$ cat config.mk
export PLATFORM = sky130hd
export DESIGN_NAME = ghash_top
export DESIGN_NICKNAME = d
export VERILOG_FILES = /design/src/ghash_pkg.sv /design/src/ghash_ctrl_pkg.sv /design/src/mult_if.sv /design/src/gf_multiplier_gcm_spec.sv /design/src/ghash_step_counter.sv /design/src/ghash_accumulator.sv /design/src/ghash_fsm.sv /design/src/ghash_top.sv
export SDC_FILE = /design/constraint.sdc
export NUM_CORES = 2
export LEC_CHECK = 0
export BUFFER_PORTS_ARGS = -buffer_cell sky130_fd_sc_hd__buf_2
export CAP_MARGIN = 20
export CORE_MARGIN = 1
export CORE_UTILIZATION = 40
export CTS_BUF_LIST = sky130_fd_sc_hd__clkbuf_8
export DETAILED_ROUTE_END_ITERATION = 16
export PLACE_DENSITY_LB_ADDON = 0.3
export SLEW_MARGIN = 25
export SYNTH_ARGS = -nofsm -noshare
export SYNTH_HDL_FRONTEND = slang
export SYNTH_SLANG_ARGS = --single-unit
$ cat constraint.sdc
create_clock -name i_clock -period 20.7 [get_ports i_clock]
set_clock_uncertainty 0.1 [all_clocks]
set_input_delay 3.105 -clock i_clock [delete_from_list [all_inputs] [get_ports i_clock]]
set_output_delay 3.105 -clock i_clock [all_outputs]
set_load 0.05 [all_outputs]
$ cat src/ghash_pkg.sv
package ghash_pkg;

   // Block width fixed by GCM.
   localparam int NB_DATA = 128;

   // Bits of X folded per multiplier cycle.
   // Must divide NB_DATA.
   localparam int NB_DIGIT_DEFAULT = 4;

   // Width of the AAD and text block counters.
   localparam int NB_COUNT = 32;

   // Width of each half of the length block.
   localparam int NB_LEN_FIELD = 64;

   // A full block is 128 bits, so bit count is block count shifted by 7.
   localparam int NB_BLOCK_SHIFT = 7;

   // Reduction word, x^128 + x^7 + x^2 + x + 1 in GCM bit order.
   localparam logic [NB_DATA-1:0] GCM_R = {8'he1, 120'd0};

   // Length block fields.
   typedef struct packed
   {
      logic [NB_LEN_FIELD-1:0] aad_bits;
      logic [NB_LEN_FIELD-1:0] text_bits;
   } ghash_len_t;

   // One block seen as raw data or as the length block.
   typedef union packed
   {
      logic [NB_DATA-1:0] raw;
      ghash_len_t         len;
   } ghash_block_u;

endpackage

$ cat src/ghash_ctrl_pkg.sv
package ghash_ctrl_pkg;

   // Control FSM states.
   // S_IDLE waits for start, S_READY accepts blocks or finish.
   // S_MULT runs one block through the multiplier.
   // S_LEN sets up the length block, S_LEN_MULT hashes it.
   // S_DONE presents the result for one cycle.
   typedef enum logic [2:0]
   {
      S_IDLE     = 3'd0,
      S_READY    = 3'd1,
      S_MULT     = 3'd2,
      S_LEN      = 3'd3,
      S_LEN_MULT = 3'd4,
      S_DONE     = 3'd5
   } ghash_state_e;

endpackage

$ cat src/mult_if.sv
interface mult_if;

   import ghash_pkg::*;

   // Sequencing.
   logic               load;
   logic               step;
   logic               last;

   // Operands and result.
   logic [NB_DATA-1:0] operand_x;
   logic [NB_DATA-1:0] key_h;
   logic [NB_DATA-1:0] product;

   modport ctrl
   (
      output load,
      input  last
   );

   modport timer
   (
      input  load,
      output step,
      output last
   );

   modport datapath
   (
      input  load,
      input  step,
      input  operand_x,
      input  key_h,
      output product
   );

   modport source
   (
      output operand_x,
      output key_h,
      input  product
   );

endinterface

$ cat src/gf_multiplier_gcm_spec.sv
module gf_multiplier_gcm_spec
#(
   parameter int NB_DIGIT = ghash_pkg::NB_DIGIT_DEFAULT
)
(
   input  logic    i_clock,
   input  logic    i_reset,
   mult_if.datapath mult
);

   import ghash_pkg::*;

   // Remaining X bits, most significant first.
   logic [NB_DATA-1:0] x_q;
   // H shifted once per consumed bit.
   logic [NB_DATA-1:0] v_q;
   // Partial product.
   logic [NB_DATA-1:0] z_q;

   logic [NB_DATA-1:0] z_next;
   logic [NB_DATA-1:0] v_next;

   // One digit of the GCM right-shift multiply, unrolled.
   always_comb
   begin
      z_next = z_q;
      v_next = v_q;
      for (int i = 0; i < NB_DIGIT; i++)
      begin
         if (x_q[NB_DATA-1-i])
         begin
            z_next = z_next ^ v_next;
         end
         // Bit 0 is the highest power in GCM order.
         if (v_next[0])
         begin
            v_next = (v_next >> 1) ^ GCM_R;
         end
         else
         begin
            v_next = v_next >> 1;
         end
      end
   end

   always_ff @(posedge i_clock)
   begin
      if (mult.load)
      begin
         x_q <= mult.operand_x;
         v_q <= mult.key_h;
      end
      else if (mult.step)
      begin
         x_q <= x_q << NB_DIGIT;
         v_q <= v_next;
      end
   end

   always_ff @(posedge i_clock)
   begin
      if (i_reset)
      begin
         z_q <= '0;
      end
      else if (mult.load)
      begin
         z_q <= '0;
      end
      else if (mult.step)
      begin
         z_q <= z_next;
      end
   end

   // Valid from the cycle after last until the next load.
   assign mult.product = z_q;

endmodule

$ cat src/ghash_step_counter.sv
module ghash_step_counter
#(
   parameter int NB_DIGIT = ghash_pkg::NB_DIGIT_DEFAULT
)
(
   input  logic  i_clock,
   input  logic  i_reset,
   mult_if.timer mult
);

   import ghash_pkg::*;

   // Digits per block.
   localparam int N_STEPS       = NB_DATA / NB_DIGIT;
   localparam int NB_STEP_COUNT = $clog2(N_STEPS + 1);

   logic [NB_STEP_COUNT-1:0] count_q;

   always_ff @(posedge i_clock)
   begin
      if (i_reset)
      begin
         count_q <= '0;
      end
      else if (mult.load)
      begin
         count_q <= NB_STEP_COUNT'(N_STEPS);
      end
      else if (count_q != '0)
      begin
         count_q <= count_q - 1'b1;
      end
   end

   // Steps run while digits remain.
   assign mult.step = (count_q != '0);
   assign mult.last = (count_q == NB_STEP_COUNT'(1));

endmodule

$ cat src/ghash_accumulator.sv
module ghash_accumulator
(
   input  logic                          i_clock,
   input  logic                          i_reset,
   mult_if.source                        mult,
   input  logic                          i_clear,
   input  logic                          i_write,
   input  logic                          i_count_block,
   input  logic                          i_is_aad,
   input  logic                          i_use_len,
   input  logic [ghash_pkg::NB_DATA-1:0] i_h_key,
   input  logic [ghash_pkg::NB_DATA-1:0] i_data_x,
   output logic [ghash_pkg::NB_DATA-1:0] o_data_y
);

   import ghash_pkg::*;

   // Zero bits above a shifted count in one length field.
   localparam int NB_PAD = NB_LEN_FIELD - NB_COUNT - NB_BLOCK_SHIFT;

   logic [NB_DATA-1:0]  y_q;
   logic [NB_DATA-1:0]  h_q;
   logic [NB_DATA-1:0]  x_q;
   logic [NB_COUNT-1:0] aad_count_q;
   logic [NB_COUNT-1:0] text_count_q;
   ghash_block_u        len_block;

   // Running hash and subkey.
   always_ff @(posedge i_clock)
   begin
      if (i_clear)
      begin
         y_q <= '0;
         h_q <= i_h_key;
      end
      else if (i_write)
      begin
         y_q <= mult.product;
      end
   end

   // Block is held for the whole multiply.
   always_ff @(posedge i_clock)
   begin
      if (i_count_block)
      begin
         x_q <= i_data_x;
      end
   end

   always_ff @(posedge i_clock)
   begin
      if (i_reset || i_clear)
      begin
         aad_count_q  <= '0;
         text_count_q <= '0;
      end
      else if (i_count_block)
      begin
         if (i_is_aad)
         begin
            aad_count_q <= aad_count_q + 1'b1;
         end
         else
         begin
            text_count_q <= text_count_q + 1'b1;
         end
      end
   end

   // Bit counts, AAD in the upper half.
   always_comb
   begin
      len_block.len.aad_bits  = {{NB_PAD{1'b0}}, aad_count_q, {NB_BLOCK_SHIFT{1'b0}}};
      len_block.len.text_bits = {{NB_PAD{1'b0}}, text_count_q, {NB_BLOCK_SHIFT{1'b0}}};
   end

   assign mult.operand_x = y_q ^ (i_use_len ? len_block.raw : x_q);
   assign mult.key_h     = h_q;
   assign o_data_y       = y_q;

endmodule

$ cat src/ghash_fsm.sv
module ghash_fsm
(
   input  logic i_clock,
   input  logic i_reset,
   input  logic i_start,
   input  logic i_valid,
   input  logic i_finish,
   mult_if.ctrl mult,
   output logic o_clear,
   output logic o_write,
   output logic o_count_block,
   output logic o_use_len,
   output logic o_ready,
   output logic o_valid
);

   import ghash_ctrl_pkg::*;

   ghash_state_e state_q;
   ghash_state_e state_next;
   logic         load_q;
   logic         write_q;
   logic         accept_start;
   logic         accept_block;
   logic         enter_mult;

   // Start is taken whenever no multiply is in flight.
   assign accept_start = i_start &&
                         ((state_q == S_IDLE) || (state_q == S_READY) || (state_q == S_DONE));

   assign accept_block = (state_q == S_READY) && i_valid && !i_start;

   // Block multiply or length multiply begins next cycle.
   assign enter_mult = accept_block || (state_q == S_LEN);

   always_comb
   begin
      state_next = state_q;
      case (state_q)
         S_IDLE:
         begin
            if (i_start)
            begin
               state_next = S_READY;
            end
         end
         S_READY:
         begin
            if (i_start)
            begin
               state_next = S_READY;
            end
            else if (i_valid)
            begin
               state_next = S_MULT;
            end
            else if (i_finish)
            begin
               state_next = S_LEN;
            end
         end
         S_MULT:
         begin
            if (write_q)
            begin
               state_next = S_READY;
            end
         end
         S_LEN:
         begin
            state_next = S_LEN_MULT;
         end
         S_LEN_MULT:
         begin
            if (write_q)
            begin
               state_next = S_DONE;
            end
         end
         S_DONE:
         begin
            state_next = i_start ? S_READY : S_IDLE;
         end
         default:
         begin
            state_next = S_IDLE;
         end
      endcase
   end

   always_ff @(posedge i_clock)
   begin
      if (i_reset)
      begin
         state_q <= S_IDLE;
         load_q  <= 1'b0;
         write_q <= 1'b0;
      end
      else
      begin
         state_q <= state_next;
         load_q  <= enter_mult;
         // Write-back one cycle after the final step.
         write_q <= mult.last;
      end
   end

   assign mult.load     = load_q;
   assign o_write       = write_q;
   assign o_clear       = accept_start;
   assign o_count_block = accept_block;
   assign o_use_len     = (state_q == S_LEN) || (state_q == S_LEN_MULT);
   assign o_ready       = (state_q == S_READY);
   assign o_valid       = (state_q == S_DONE);

endmodule

$ cat src/ghash_top.sv
module ghash_top
#(
   parameter int NB_DIGIT = ghash_pkg::NB_DIGIT_DEFAULT
)
(
   input  logic                          i_clock,
   input  logic                          i_reset,
   input  logic                          i_start,
   input  logic [ghash_pkg::NB_DATA-1:0] i_h_key,
   input  logic                          i_valid,
   input  logic                          i_is_aad,
   input  logic [ghash_pkg::NB_DATA-1:0] i_data_x,
   input  logic                          i_finish,
   output logic                          o_ready,
   output logic                          o_valid,
   output logic [ghash_pkg::NB_DATA-1:0] o_data_y
);

   logic clear;
   logic write;
   logic count_block;
   logic use_len;

   mult_if u_mult_if ();

   ghash_fsm u_fsm
   (
      .i_clock       (i_clock),
      .i_reset       (i_reset),
      .i_start       (i_start),
      .i_valid       (i_valid),
      .i_finish      (i_finish),
      .mult          (u_mult_if.ctrl),
      .o_clear       (clear),
      .o_write       (write),
      .o_count_block (count_block),
      .o_use_len     (use_len),
      .o_ready       (o_ready),
      .o_valid       (o_valid)
   );

   ghash_step_counter #(.NB_DIGIT(NB_DIGIT)) u_step_counter
   (
      .i_clock (i_clock),
      .i_reset (i_reset),
      .mult    (u_mult_if.timer)
   );

   gf_multiplier_gcm_spec #(.NB_DIGIT(NB_DIGIT)) u_multiplier
   (
      .i_clock (i_clock),
      .i_reset (i_reset),
      .mult    (u_mult_if.datapath)
   );

   // Block and its type are taken on the valid cycle itself.
   ghash_accumulator u_accumulator
   (
      .i_clock       (i_clock),
      .i_reset       (i_reset),
      .mult          (u_mult_if.source),
      .i_clear       (clear),
      .i_write       (write),
      .i_count_block (count_block),
      .i_is_aad      (i_is_aad),
      .i_use_len     (use_len),
      .i_h_key       (i_h_key),
      .i_data_x      (i_data_x),
      .o_data_y      (o_data_y)
   );

endmodule

==> metrics.csv <==
stage;metric;value;unit
sta;hold_viol_final;0;
yosys;synth.area.top_cells;edfxtp_1 (40%), dfxtp_1 (17%), xnor2_1 (11%);
yosys;seq_area_frac_synth;56.82;%
yosys;synth_xor_xnor_area_share;13.39;%
layout;syn_to_final_growth;15.75;%
sta;setup_tns;0;ns
grt;grt.total_usage;20.15;%
grt;gr-total-overflow;0;
pwr;p_int;4.588;mW
grt;grt_pass1_vias;24910;
yosys;synth.most_common_cell;nand2_1;
sta;fmax;190.0;MHz
worst_setup_path;cp.arrival;2.06;ns
worst_setup_path;endpoint_kind;primary output;
yosys;syn_area;0.03872;mm²
yosys;synth-edff-count;512;
yosys;avgSynthCellArea;11.09;µm²
clock_tree;post_cts_buffers;0;
floorplan;die_x;313.1;µm
min_path;holdPathStages;2;
yosys;synth_compound_area_share;4.478;%
detailed_routing;routed_wl;100300;µm
worst_setup_path;crit_path_top_delay_cell;dfxtp_1;
worst_setup_path;path_max_fanout;11;
layout;final.fill_count;8798;
place;portBuffers;391;
yosys;yosys.area_share.simple;12.45;%
yosys;muxShareOfSynthArea;10.48;%
sta;slew_viol_final;0;
clock_tree;cts.sinks;843;
worst_setup_path;worst-path-buf-inv;1;
yosys;async_reset_ff_share;0;%
sta;report.final.setup_viol;0;
pwr;comb_power_share;41.1;%
flow_run;max_cap_violations;0;
clock_tree;cts_buffers;149;
pwr;p_leak;17.47;nW
clock_tree;hold_buffers;0;
worst_setup_path;r2r-end;u_multiplier.x_q[76];
layout;nNetsFinal;4127;
sta;slew_headroom;32.61;%
yosys;synth_top_family_by_area;XOR/XNOR gates;
sta;rsz0062_at_grt;no;
sta;tightestPinTransition;1.011;ns
pwr;ir_drop;0.0001139;V
min_path;holdPathEnd;u_multiplier.mult.product[124];
yosys;synthFlopType;edfxtp_1;
pwr;sequentialPowerShare;38.0;%
yosys;synth_top_area_cell;edfxtp_1;
min_path;min_from;u_multiplier.mult.product[124];
worst_setup_path;ff2ff_path_depth;7;
floorplan;die_h;313.1;µm
worst_setup_path;r2r-start;u_fsm.state_q[2];
detailed_routing;dr.pass1.iters;6;
floorplan;io_pins;392;
layout;stdcell_area;0.04482;mm²
floorplan;dieArea;0.09806;mm²
grt;grt_max_degree;167;
pwr;powerDensity;163.5;mW/mm²
yosys;syn-instance-count;3492;
detailed_routing;ant_nets;0;
worst_setup_path;crit_chain;nand2b_1 > nor2_1 > buf_2;
place;dp_hpwl;66380;µm
clock_tree;cts.clk_slew.worst_paths;0.07;ns
worst_setup_path;start_kind;register;
worst_setup_path;cpPeakStageDelay;0.50;ns
worst_setup_path;cp.required;17.50;ns
clock_tree;cts_htree_levels;4;
detailed_routing;remaining_drc_errors;0;
place;gp_congestion;0.8132;
clock_tree;tritoncts;built;
grt;antenna_found_initial;16;
pwr;switching_share;37.39;%
yosys;synth-seq-cells;843;
floorplan;num_rows;113;
yosys;synth_common_cells;nand2_1 (605), edfxtp_1 (512), xnor2_1 (469);
worst_setup_path;regToRegSetupSlack;16.34;ns
detailed_routing;num_vias;26550;
yosys;ys_warn_count;0;
worst_setup_path;crit_type;register to primary output;
detailed_routing;drt-initial-drc-count;1969;
yosys;synth_nets;3759;
sta;finalCritPeriodShare;25.42;%
outcome;status;complete, no violations;
sta;post-route-min-period;5.262;ns
floorplan;core;0.09544;mm²
worst_setup_path;cp_top_family;flip-flops;
min_path;min_path_type;register to register;
yosys;yosysTopAreaCellShare;39.70;%
pwr;p_sw;2.740;mW
floorplan;initial_core_util;40.58;%
detailed_routing;viasPerCell;5.051;
yosys;ys_types;47;
detailed_routing;wire_per_inst;19.08;µm
layout;final_layout_size_suffix_gt1_share;20.71;%
grt;grt_pass1_wl;152200;µm
clock_tree;root_buffer;clkbuf_8;
clock_tree;clk_latency;0.81;ns
clock_tree;clk_path_buf_depth;3;
yosys;synth_adder_area_share;0.1616;%
place;dpl_cell_area;0.04179;mm²
clock_tree;cts_resized;0;
pwr;clock_power_share;20.9;%
[routing by layer]
metal | vias to the layer above | share of wire [%] | track usage (%)
met2 | 783 | 45 | 30.60
met5 | - | 0.064 | 0
met4 | 10 | 2.4 | 7.007
met1 | 12810 | 47 | 28.52
li1 | 12790 | - | -
met3 | 163 | 5.8 | 4.129
[worst max-delay path by stage]
| stage | startpoint | to | slack (ns) | cells after the start |
|---|---|---|---|---|
| after floorplan | u_step_counter.count_q[5] | u_multiplier.v_q[0] | 12.51 | 8 |
| after global placement | i_start | u_accumulator.x_q[84] | 14.84 | 4 |
| after detailed placement | i_start | u_accumulator.x_q[48] | 14.76 | 4 |
| after CTS | u_fsm.state_q[0] | o_ready | 15.38 | 3 |
| after global routing | u_fsm.state_q[1] | o_valid | 15.33 | 3 |
| final | u_fsm.state_q[0] | o_ready | 15.44 | 3 |
[cell families after synthesis]
logic type / after synthesis
fa+ha+maj: 5
flops: 843
mux: 382
simple gates: 1124
buf+inv: 220
xor+xnor: 579
compound gates: 339
[state kept, by name, indices dropped and copies added (netlist names)]
| signal | count |
|---|---|
| u_accumulator.x_q | 128 |
| u_fsm.o_write | 1 |
| u_accumulator.text_count_q | 32 |
| u_multiplier.x_q | 128 |
| u_multiplier.v_q | 128 |
| u_accumulator.mult.key_h | 128 |
| u_multiplier.mult.product | 128 |
| u_fsm.mult.load | 1 |
| u_fsm.state_q | 3 |
| u_step_counter.count_q | 6 |
| u_accumulator.o_data_y | 128 |
| u_accumulator.aad_count_q | 32 |
[power by group through the flow]
stage | Combinational, mW | Clock [mW] | Sequential [mW]
floorplan | 2.43 | 0 | 2.80
global placement | 2.93 | 0 | 2.81
detailed placement | 3.02 | 0 | 2.81
CTS | 3.02 | 1.58 | 2.78
global route | 3.34 | 1.65 | 2.84
finish | 3.01 | 1.53 | 2.78
[stage by stage]
stage	total power, mW	cells	setup slack, ns	util [%]	hold WS (ns)
finish	7.328	5257	15.44	46.97	0.3797
global route	7.827	5256	15.33	46.96	0.3972
CTS	7.385	5251	15.38	46.91	0.3773
detailed placement	5.826	4972	14.76	43.79	0.3701
global placement	5.742	4970	14.84	43.73	0.3579
floorplan	5.232	3492	12.51	-	0.3430
[placed cells by master, fill, tap and decap left out, drive strengths merged, types with 2 or more instances in the layout]
cell / Yosys / routed
xnor2: 469 / 469
nor3b: 2 / 2
nand2b: 3 / 3
clkinvlp: 0 / 5
buf: 28 / 424
mux2i: 195 / 195
a211oi: 3 / 3
xor2: 102 / 102
edfxtp: 512 / 512
nand3: 29 / 29
inv: 13 / 76
and4: 10 / 10
diode: 0 / 4
and2: 5 / 5
nor2: 274 / 274
dfxtp: 331 / 331
a21oi: 197 / 197
o211ai: 2 / 2
o21ai: 130 / 130
nand2: 605 / 605
and3: 8 / 8
clkinv: 0 / 37
mux2: 187 / 187
nor3: 22 / 22
nand4: 20 / 20
xnor3: 6 / 6
xor3: 2 / 2
bufinv: 0 / 5
or4: 3 / 3
or3: 128 / 128
nor4: 8 / 8
or2: 2 / 2
clkbuf: 179 / 169
ha: 5 / 5
[tightest hold or removal path, cell delays in order, from the launching register on]
cell and delay, ns:
dfxtp_1 0.32, nand2_1 0.06, a21oi_1 0.05
[layout make-up]
cell class | count | area (µm²) | area share, %
Sequential cell | 843 | 22010 | 49.10
Multi-Input combinational cell | 2429 | 15910 | 35.49
Timing Repair Buffer | 424 | 2282 | 5.092
Clock buffer | 169 | 2326 | 5.189
Antenna cell | 4 | 10.01 | 0.02233
Clock inverter | 110 | 656.9 | 1.465
Inverter | 13 | 48.80 | 0.1089
Tap cell | 1265 | 1583 | 3.531
Power figures use the tool's default switching activity.
